File: src/font.hex
// one glyph per line: 64 bits, row 0 in the top byte, leftmost pixel in the high bit
0000000000000000
FFFFFFFFFFFFFFFF
183C66667E666600
7C66667C66667C00
3C66606060663C00
786C6666666C7800
7E60607C60607E00
7E60607C60606000
3C66606E66663C00
6666667E66666600
AA55AA55AA55AA55
0F0F0F0FF0F0F0F0
8040201008040201
3C42A581A599423C
FF818181818181FF
181818FF18181818

File: src/text_area_pkg.sv
package text_area_pkg;

    // scalar types shared across the design
    typedef logic [11:0] color_t;
    typedef logic [3:0]  pal_index_t;
    typedef logic [5:0]  bus_addr_t;
    typedef logic [12:0] cell_addr_t;
    typedef logic [9:0]  scroll_x_t;
    typedef logic [8:0]  scroll_y_t;
    typedef logic [2:0]  alpha_t;

    // cell grid and scroll wrap limits
    localparam int CELL_COLS = 84;
    localparam int CELL_ROWS = 64;
    localparam int WRAP_X    = 672;
    localparam int WRAP_Y    = 512;

    // 6 and 7 both mean fully opaque
    localparam alpha_t ALPHA_RESET = 3'd6;

    // field view of a cell word
    typedef struct packed {
        pal_index_t  fg_index;
        pal_index_t  bg_index;
        logic [7:0]  char_code;
    } cell_fields_t;

    // byte view, colors byte on top
    typedef struct packed {
        logic [7:0] colors;
        logic [7:0] code;
    } cell_bytes_t;

    typedef union packed {
        cell_fields_t fields;
        cell_bytes_t  bytes;
    } cell_word_t;

    // register map
    localparam bus_addr_t REG_PAL_BASE    = 6'h00;
    localparam bus_addr_t REG_SCROLL_X_LO = 6'h20;
    localparam bus_addr_t REG_SCROLL_X_HI = 6'h21;
    localparam bus_addr_t REG_SCROLL_Y_LO = 6'h22;
    localparam bus_addr_t REG_SCROLL_Y_HI = 6'h23;
    localparam bus_addr_t REG_CURSOR_ROW  = 6'h24;
    localparam bus_addr_t REG_CURSOR_COL  = 6'h25;
    localparam bus_addr_t REG_CELL_CODE   = 6'h26;
    localparam bus_addr_t REG_CELL_COLORS = 6'h27;
    localparam bus_addr_t REG_CELL_FG     = 6'h28;
    localparam bus_addr_t REG_CELL_BG     = 6'h29;
    localparam bus_addr_t REG_CELL_ACCESS = 6'h2A;
    localparam bus_addr_t REG_ALPHA       = 6'h2B;

    // glyph bitmaps, one 64-bit word per glyph
    localparam string FONT_FILE = "/design/src/font.hex";

    // standard EGA colors, 12-bit RGB
    localparam color_t EGA_PALETTE [0:15] = '{
        12'h000, 12'h00A, 12'h0A0, 12'h0AA,
        12'hA00, 12'hA0A, 12'hA50, 12'hAAA,
        12'h555, 12'h55F, 12'h5F5, 12'h5FF,
        12'hF55, 12'hF5F, 12'hFF5, 12'hFFF
    };

endpackage
File: src/glyph_shader.sv
`timescale 1ns/10ps

module glyph_shader import text_area_pkg::*; (
    input  logic       i_rst,
    input  logic       i_wr,
    input  cell_word_t i_cell,
    input  logic [2:0] i_pix_row,
    input  logic [2:0] i_pix_col,
    input  color_t     i_fg_color,
    input  color_t     i_bg_color,
    output pal_index_t o_fg_index,
    output pal_index_t o_bg_index,
    output color_t     o_color
);

    // row 0 in the top byte, leftmost pixel is the high bit
    logic [63:0] font_rom [0:15];
    logic [2:0]  pix_row_d;
    logic [2:0]  pix_col_d;
    logic [63:0] glyph;
    logic        pix_on;

    initial begin
        $readmemh(FONT_FILE, font_rom);
    end

    // palette lookup happens in color_palette
    assign o_fg_index = i_cell.fields.fg_index;
    assign o_bg_index = i_cell.fields.bg_index;

    // only the low nibble of the code picks a glyph
    assign glyph  = font_rom[i_cell.fields.char_code[3:0]];
    assign pix_on = glyph[6'd63 - {pix_row_d, pix_col_d}];

    always_ff @(posedge i_rst or posedge i_wr) begin
        if (i_wr) begin
            pix_row_d <= '0;
            pix_col_d <= '0;
            o_color   <= '0;
        end else begin
            // line up with the word coming out of the cell RAM
            pix_row_d <= i_pix_row;
            pix_col_d <= i_pix_col;
            o_color   <= pix_on ? i_fg_color : i_bg_color;
        end
    end

endmodule

File: config.mk
export PLATFORM = sky130hd
export DESIGN_NAME = glyph_shader
export DESIGN_NICKNAME = d
export VERILOG_FILES = /design/src/text_area_pkg.sv /design/src/glyph_shader.sv
export SDC_FILE = /design/constraint.sdc
export NUM_CORES = 1
export LEC_CHECK = 0
export ABC_CLOCK_PERIOD_IN_PS = 800
export BUFFER_PORTS_ARGS = -buffer_cell sky130_fd_sc_hd__buf_2
export CAP_MARGIN = 25
export CORE_MARGIN = 3
export CORE_UTILIZATION = 24
export CTS_BUF_LIST = sky130_fd_sc_hd__clkbuf_16
export DETAILED_ROUTE_END_ITERATION = 10
export HOLD_SLACK_MARGIN = 0.05
export PLACE_DENSITY = 0.76
export SLEW_MARGIN = 30
export SYNTH_ARGS = -nofsm -noshare
export SYNTH_HDL_FRONTEND = slang
export SYNTH_SLANG_ARGS = --single-unit
File: constraint.sdc
create_clock -name i_rst -period 0.8 [get_ports i_rst]
set_input_delay 0.16 -clock i_rst [delete_from_list [all_inputs] [get_ports i_rst]]
set_output_delay 0.16 -clock i_rst [all_outputs]
set_load 0.005 [all_outputs]
==> tab_implementation.tex, run 1 <==
\begin{tabular}{lr}
\hline
Metric & Value \\
\hline
\multicolumn{2}{l}{\textbf{GRT}} \\
\quad First-pass GRT wire length & roughly 1100 microns \\
\quad Top Usage Layer GRT & met2 \\
\quad Global-route met2 utilization & 12.4\% \\
\quad Pin count of the biggest net entering global routing & 13 \\
\quad Antenna violations before repair & 0 \\
\quad Met3 layer usage reported by global route & 3.98\% \\
\quad Aggregate global-route resource usage & 8.04\% \\
\quad Global route total overflow & 0 \\
\quad Number of global-route vias before repair & 255 \\
\quad Global-route track usage on met1 & between 8 and 9\% \\
\multicolumn{2}{l}{\textbf{Job}} \\
\quad Max-cap violations & 0 \\
\multicolumn{2}{l}{\textbf{Timing}} \\
\quad Setup-violating endpoint count in the final report & 12 \\
\quad Setup repair after global routing missed its margin & yes \\
\quad Max-Slew Margin vs Limit & 83.8\% \\
\quad Pin slew with the least headroom to its limit & 243 ps \\
\quad Number of max-slew violations in the final report & 0 \\
\quad Crit share post-route & 109\% \\
\quad Number of failing hold endpoints at the final stage & 0 \\
\quad Setup slack of the critical path after layout & -72.2 ps \\
\quad Maximum frequency from static timing analysis & 1.15 GHz \\
\quad Min Clock Period, post-route & 872 ps \\
\quad Setup total negative slack & -703 ps \\
\multicolumn{2}{l}{\textbf{Place}} \\
\quad Buffers on Ports & 25 \\
\quad Pre-CTS setup slack & 168 ps \\
\quad Cell area reported after detailed placement & 448 sq um \\
\quad Number of cells after detailed placement & 53 \\
\quad RePlAce Congestion & 0.605 \\
\multicolumn{2}{l}{\textbf{Critical path}} \\
\quad Launching element of the worst setup path & o\_color[9]\$\_DFF\_PP0\_ \\
\quad CP Cell Sequence & buf\_2 \\
\quad Maximum fanout along the worst path & 1 \\
\quad Buf+Inv Stages, Crit Path & 1 \\
\quad CP Data Arrival Time & 710 ps \\
\quad Kind of start point of the critical path & flop \\
\quad Total stage count of the critical path & 1 \\
\quad Kind of critical path & reg -> out \\
\quad Critical path endpoint category & output port \\
\quad Worst Path Required & 640 ps \\
\quad Largest incremental delay on the critical path & 360 ps \\
\quad Crit path max-delay family & flip-flops \\
\quad Worst path slowest cell & dfrtp\_1 \\
\multicolumn{2}{l}{\textbf{Cells and area}} \\
\quad Area of the multi-input gates & 0 sq um \\
\quad Registers with the most flip-flops & o\_color x12 \\
\quad Max reg flops & 12 \\
\quad Proportion of layout cells with a drive suffix above 1 & between 50\% and 60\% \\
\quad Final net count & 104 \\
\quad Growth of design area from synthesis to finish & 80.4\% \\
\quad Largest register by flop count & o\_color \\
\quad Number of non-filler instances in the completed layout & 69 \\
\quad Diode insertion count for antenna repair & 0 \\
\quad Filler Cell Count & around 130 \\
\quad Design area & 657 sq um \\
\quad Share of the core filled with cells in the final layout & roughly half \\
\quad Number of multi-input combinational cells in the layout & 0 \\
\multicolumn{2}{l}{\textbf{Drt}} \\
\quad Number of nets with antenna violations after detailed routing & 0 \\
\quad Drt total wl & about 650 microns \\
\quad Post-detailed-route wirelength per cell & 9.43 microns \\
\quad First-pass iteration count of the detailed router & 2 \\
\quad Total via count after detailed routing & 253 \\
\quad Count of unresolved DRC violations after routing & 0 \\
\quad Average vias per placed instance & roughly 3.7 \\
\quad Number of violations reported at the end of detailed-routing iteration 0 & 1 \\
\multicolumn{2}{l}{\textbf{Status}} \\
\quad Violations in the final reports & setup timing \\
\quad Outcome & complete, but fails checks \\
\multicolumn{2}{l}{\textbf{Clocking}} \\
\quad Number of sinks on the clock net & 12 \\
\quad H-tree lvl count & 1 \\
\quad Reg clk slew, reported paths & 40 ps \\
\quad CTS tree & done \\
\quad Buffer type at the clock tree root & clkbuf\_16 \\
\quad Largest buffer count on any clock path & 2 \\
\quad Number of buffers created by CTS & 3 \\
\multicolumn{2}{l}{\textbf{Power and ir drop}} \\
\quad Maximum vdd drop & 1100 uV \\
\quad Static Leakage & about 0.33 nW \\
\quad Pwr/cell area & 2480 nW/um\^{}2 \\
\multicolumn{2}{l}{\textbf{Min path}} \\
\quad Type of the most critical hold path & in -> out \\
\quad Min-Delay Path Depth & 0 \\
\quad Hold Startpoint & i\_cell[8] \\
\multicolumn{2}{l}{\textbf{Synthesis}} \\
\quad Nets in the synthesized netlist & 69 \\
\quad Synthesis-stage register bit count & 12 \\
\quad Syn Std Cell Area & 364 sq um \\
\quad Number of standard cells after synthesis & 21 \\
\quad Part of the Yosys area used for sequential elements & 82.5\% \\
\quad Netlist cell types & 3 \\
\quad Count of yosys warnings during synthesis & 0 \\
\quad Synth Area per Inst & 17.3 sq um \\
\multicolumn{2}{l}{\textbf{Die}} \\
\quad Die area & just over 2000 sq um \\
\quad Core outline area & between 1000 and 1500 sq um \\
\quad Starting utilization of the core area & 26.6\% \\
\quad Die X-Extent & 45.0 microns \\
\quad Boundary Pins & 68 \\
\quad Number of cell rows & 13 \\
\quad Vert. Die Dim & 45.0 microns \\
\hline
\end{tabular}
==> path summary, 6_finish.rpt <==
check,end,slack [ps]
max,o_color[9],-70
min,o_bg_index[0],320
max in group asynchronous,o_color[3]$_DFF_PP0_,210
min in group asynchronous,o_color[11]$_DFF_PP0_,410
==> layer usage <==
| metal | routed length (microns) | share of wire, % |
|---|---|---|
| met5 | 0 | 0 |
| met4 | 0 | 0 |
| met3 | 88 | 14 |
| met2 | 339 | 52 |
| met1 | 223 | 34 |
==> per-stage QoR <==
stage / power (mW) / hold WS, ps
2_1_floorplan: 0.703 / 24.7
3_3_place_gp: 0.732 / 168
3_5_place_dp: 0.733 / 175
4_1_cts: 1.67 / 320
5_1_grt: 1.70 / 320
6_report: 1.63 / 320
==> area by class of cell <==
class	count	area [sq um]	share of cell area, %
sequential	12	300	45.7
tap	15	18.8	2.86
timing repair buffer	38	255	38.9
inverter	1	7.51	1.14
clock buffer	3	75.1	11.4
==> report_power, final <==
group | switching, mW | internal, mW
registers | 0.00644 | 0.640
logic | 0.0409 | 0.0841
clock network | 0.209 | 0.646
==> placed cells by master (no fill, tap or decap) <==
cell type	Yosys	layout
buf_2	0	25
clkinvlp_4	0	1
clkbuf_16	0	3
dfrtp_1	12	12
dlygate4sd3_1	0	13
==> synth_stat cells, drive strengths merged <==
| library cell | n | share of area, % |
|---|---|---|
| buf | 8 | 16 |
| inv | 1 | 1.0 |
| dfrtp | 12 | 82 |
==> cells by family (layout without fill, tap and decap cells) <==
logic type,count (synthesis),in the layout,share of synthesized area (%)
buf+inv,9,42,17.5
flops,12,12,82.5
==> repair_timing <==
item,4_1_cts,5_1_grt
setup endpoints to repair,12,24
endpoints found under the hold margin,24,0
buffers inserted,0,0
resized for setup,0,1
hold buffers,13,0
pin swaps,0,0
No activity file was read; power rests on OpenSTA's default activity.
==> run 2: changes to the inputs <==
--- a/config.mk
+++ b/config.mk
@@ -5,6 +5,7 @@
 export SDC_FILE = /design/constraint.sdc
 export NUM_CORES = 1
 export LEC_CHECK = 0
+export ABC_AREA = 1
 export ABC_CLOCK_PERIOD_IN_PS = 800
 export BUFFER_PORTS_ARGS = -buffer_cell sky130_fd_sc_hd__buf_2
 export CAP_MARGIN = 25
@@ -13,7 +14,7 @@
 export CTS_BUF_LIST = sky130_fd_sc_hd__clkbuf_16
 export DETAILED_ROUTE_END_ITERATION = 10
 export HOLD_SLACK_MARGIN = 0.05
-export PLACE_DENSITY = 0.76
+export PLACE_DENSITY = 0.74
 export SLEW_MARGIN = 30
 export SYNTH_ARGS = -nofsm -noshare
 export SYNTH_HDL_FRONTEND = slang
==> run 2 against run 1 <==
Net effect: the flow finishes with violations (hold timing, setup timing); critical endpoint is now o_color[0]; critical path type unchanged; largest cell class unchanged; highest routed layer is now met4; worst setup slack worse by 1.8 ps; sequential power hardly changed; core utilization decreased by 0.73 points; sequential share of layout area rose by 0.71 points.
==> tab_implementation.tex, run 2 (synthesis gave the netlist of run 1 again) <==
\begin{tabular}{lr}
\hline
Metric & Value \\
\hline
\multicolumn{2}{l}{\textbf{Die}} \\
\quad Die X-Extent & 45.0 microns (unchanged) \\
\quad Vert. Die Dim & 45.0 microns (unchanged) \\
\quad Die area & 2020 sq um (unchanged) \\
\quad Starting utilization of the core area & 26.6\% (unchanged) \\
\quad Core outline area & 1370 sq um (unchanged) \\
\quad Number of cell rows & 13 (unchanged) \\
\quad Boundary Pins & 68 (unchanged) \\
\multicolumn{2}{l}{\textbf{Timing}} \\
\quad Setup slack of the critical path after layout & -74.0 ps (-1.75 ps) \\
\quad Max-Slew Margin vs Limit & 70.9\% (-13 points) \\
\quad Setup repair after global routing missed its margin & yes \\
\quad Setup-violating endpoint count in the final report & 12 (unchanged) \\
\quad Number of max-slew violations in the final report & 0 (unchanged) \\
\quad Min Clock Period, post-route & 874 ps (+1.75 ps) \\
\quad Crit share post-route & 109\% (+0.22 points) \\
\quad Maximum frequency from static timing analysis & 1.14 GHz (-0.20\%) \\
\quad Number of failing hold endpoints at the final stage & 12 (+12) \\
\quad Pin slew with the least headroom to its limit & 436 ps (+193 ps) \\
\quad Minimum hold slack & -83.1 ps (-403 ps) \\
\multicolumn{2}{l}{\textbf{Cells and area}} \\
\quad Most common cell after layout, fill and taps aside & buf\_2 \\
\quad Area of the multi-input gates & 0 sq um (unchanged) \\
\quad Max reg flops & 12 (unchanged) \\
\quad Filler Cell Count & 120 (-7.0\%) \\
\quad Proportion of layout cells with a drive suffix above 1 & 51.9\% (-1.9 points) \\
\quad Diode insertion count for antenna repair & 0 (unchanged) \\
\quad Number of non-filler instances in the completed layout & 69 (unchanged) \\
\quad Commonest cells after routing, fill and taps aside & buf\_2, dlygate4sd3\_1, dfrtp\_1 \\
\quad Design area & 647 sq um (-1.5\%) \\
\quad Growth of design area from synthesis to finish & 77.7\% \\
\quad Number of multi-input combinational cells in the layout & 0 (unchanged) \\
\quad Final net count & 103 (-0.96\%) \\
\quad Largest register by flop count & o\_color \\
\quad Registers with the most flip-flops & o\_color x12 \\
\multicolumn{2}{l}{\textbf{Drt}} \\
\quad Count of unresolved DRC violations after routing & 0 (unchanged) \\
\quad Number of nets with antenna violations after detailed routing & 0 (unchanged) \\
\quad Average vias per placed instance & 3.70 (+0.79\%) \\
\quad First-pass iteration count of the detailed router & 2 (unchanged) \\
\quad Total via count after detailed routing & 255 (+0.79\%) \\
\quad Post-detailed-route wirelength per cell & 14.0 microns (+49\%) \\
\quad Number of violations reported at the end of detailed-routing iteration 0 & 3 (+2) \\
\quad Drt total wl & 967 microns (+49\%) \\
\multicolumn{2}{l}{\textbf{Clocking}} \\
\quad Largest buffer count on any clock path & 2 (unchanged) \\
\quad Number of post-CTS setup repair buffers & 0 (unchanged) \\
\quad H-tree lvl count & 1 (unchanged) \\
\quad Reg clk slew, reported paths & 40 ps (about the same) \\
\quad Hold Buf Count CTS & 12 (-1) \\
\quad Number of buffers created by CTS & 3 (unchanged) \\
\quad Number of sinks on the clock net & 12 (unchanged) \\
\quad Buffer type at the clock tree root & clkbuf\_16 \\
\quad PostCTS Resize Cnt & 0 (unchanged) \\
\quad CTS tree & done \\
\multicolumn{2}{l}{\textbf{Critical path}} \\
\quad Crit path max-delay family & flip-flops \\
\quad CP Data Arrival Time & 710 ps (about the same) \\
\quad Buf+Inv Stages, Crit Path & 1 (unchanged) \\
\quad Worst Path Required & 640 ps (about the same) \\
\quad Maximum fanout along the worst path & 1 (unchanged) \\
\quad Largest incremental delay on the critical path & 360 ps (about the same) \\
\quad Kind of critical path & reg -> out \\
\quad CP Cell Sequence & buf\_2 \\
\quad Critical path endpoint category & output port \\
\quad Total stage count of the critical path & 1 (unchanged) \\
\quad Worst path slowest cell & dfrtp\_1 \\
\quad Kind of start point of the critical path & flop \\
\multicolumn{2}{l}{\textbf{GRT}} \\
\quad Pin count of the biggest net entering global routing & 13 (unchanged) \\
\quad First-pass GRT wire length & 1350 microns (+22\%) \\
\quad Aggregate global-route resource usage & 10.2\% (+2.1 points) \\
\quad Global route total overflow & 0 (unchanged) \\
\quad Number of global-route vias before repair & 304 (+19\%) \\
\quad Antenna violations before repair & 0 (unchanged) \\
\multicolumn{2}{l}{\textbf{Place}} \\
\quad Number of cells after detailed placement & 53 (unchanged) \\
\quad RePlAce Congestion & 0.684 (+13\%) \\
\quad Cell area reported after detailed placement & 448 sq um (unchanged) \\
\quad Buffers on Ports & 25 (unchanged) \\
\quad Pre-CTS setup slack & 171 ps (+3.08 ps) \\
\multicolumn{2}{l}{\textbf{Job}} \\
\quad Max-cap violations & 0 (unchanged) \\
\multicolumn{2}{l}{\textbf{Min path}} \\
\quad Type of the most critical hold path & in -> async \\
\multicolumn{2}{l}{\textbf{Status}} \\
\quad Violations in the final reports & hold timing, setup timing \\
\quad Outcome & complete, but fails checks \\
\multicolumn{2}{l}{\textbf{Power and ir drop}} \\
\quad Final total power & 1.66 mW (+2.2\%) \\
\quad Pwr/cell area & 2570 nW/um\^{}2 (+3.8\%) \\
\quad Static Leakage & 0.332 nW (+0.78\%) \\
\quad Maximum vdd drop & 974 uV (-11\%) \\
\hline
\end{tabular}
run 2: changes by cell type in the layout (fill, tap and decap cells not counted):
cell,change
clkinvlp_4,-1
dlygate4sd3_1,-1
clkinv_1,+1
inv_1,+1
run 2: area by class of cell:
| cell class | instances | area [sq um] | area share, % |
|---|---|---|---|
| inverter | 1 | 3.75 | 0.580 |
| clock buffer | 3 | 75.1 | 11.6 |
| sequential | 12 | 300 | 46.4 |
| clock inverter | 1 | 3.75 | 0.580 |
| tap | 15 | 18.8 | 2.90 |
| timing repair buffer | 37 | 245 | 37.9 |
run 2: where the power goes:
group	total, mW	switching, mW	internal [mW]
clock	0.893	0.237	0.656
sequential	0.646	0.00658	0.640
combinational	0.124	0.0433	0.0804
total	1.66	0.287	1.38
run 2: worst max path at each step:
stage	from	to	slack, ps
after global routing	o_color[9]$_DFF_PP0_	o_color[9]	-100
after CTS	o_color[0]$_DFF_PP0_	o_color[0]	-80
final	o_color[0]$_DFF_PP0_	o_color[0]	-70
after floorplan	o_color[0]$_DFF_PP0_	o_color[0]	290
after global placement	o_color[7]$_DFF_PP0_	o_color[7]	170
after detailed placement	o_color[9]$_DFF_PP0_	o_color[9]	170
run 2: through the flow:
step | TNS (ps) | utilization, %
6_report | -754 | 47.3
5_1_grt | -1030 | 47.3
4_1_cts | -807 | 47.3
3_5_place_dp | 0 | 32.8
3_3_place_gp | 0 | 32.8
2_1_floorplan | 0 | -
run 2: metal layers:
layer	routed length (microns)	global-route usage (%)	vias up
met3	127	4.78	2
met2	538	19.8	15
met1	288	7.30	119
met4	12	7.02	0
met5	0	0	-
li1	-	-	119
run 2: what timing repair did:
action	CTS	global route
gates cloned	0	0
setup endpoints to repair	12	12
hold endpoints to repair	24	12
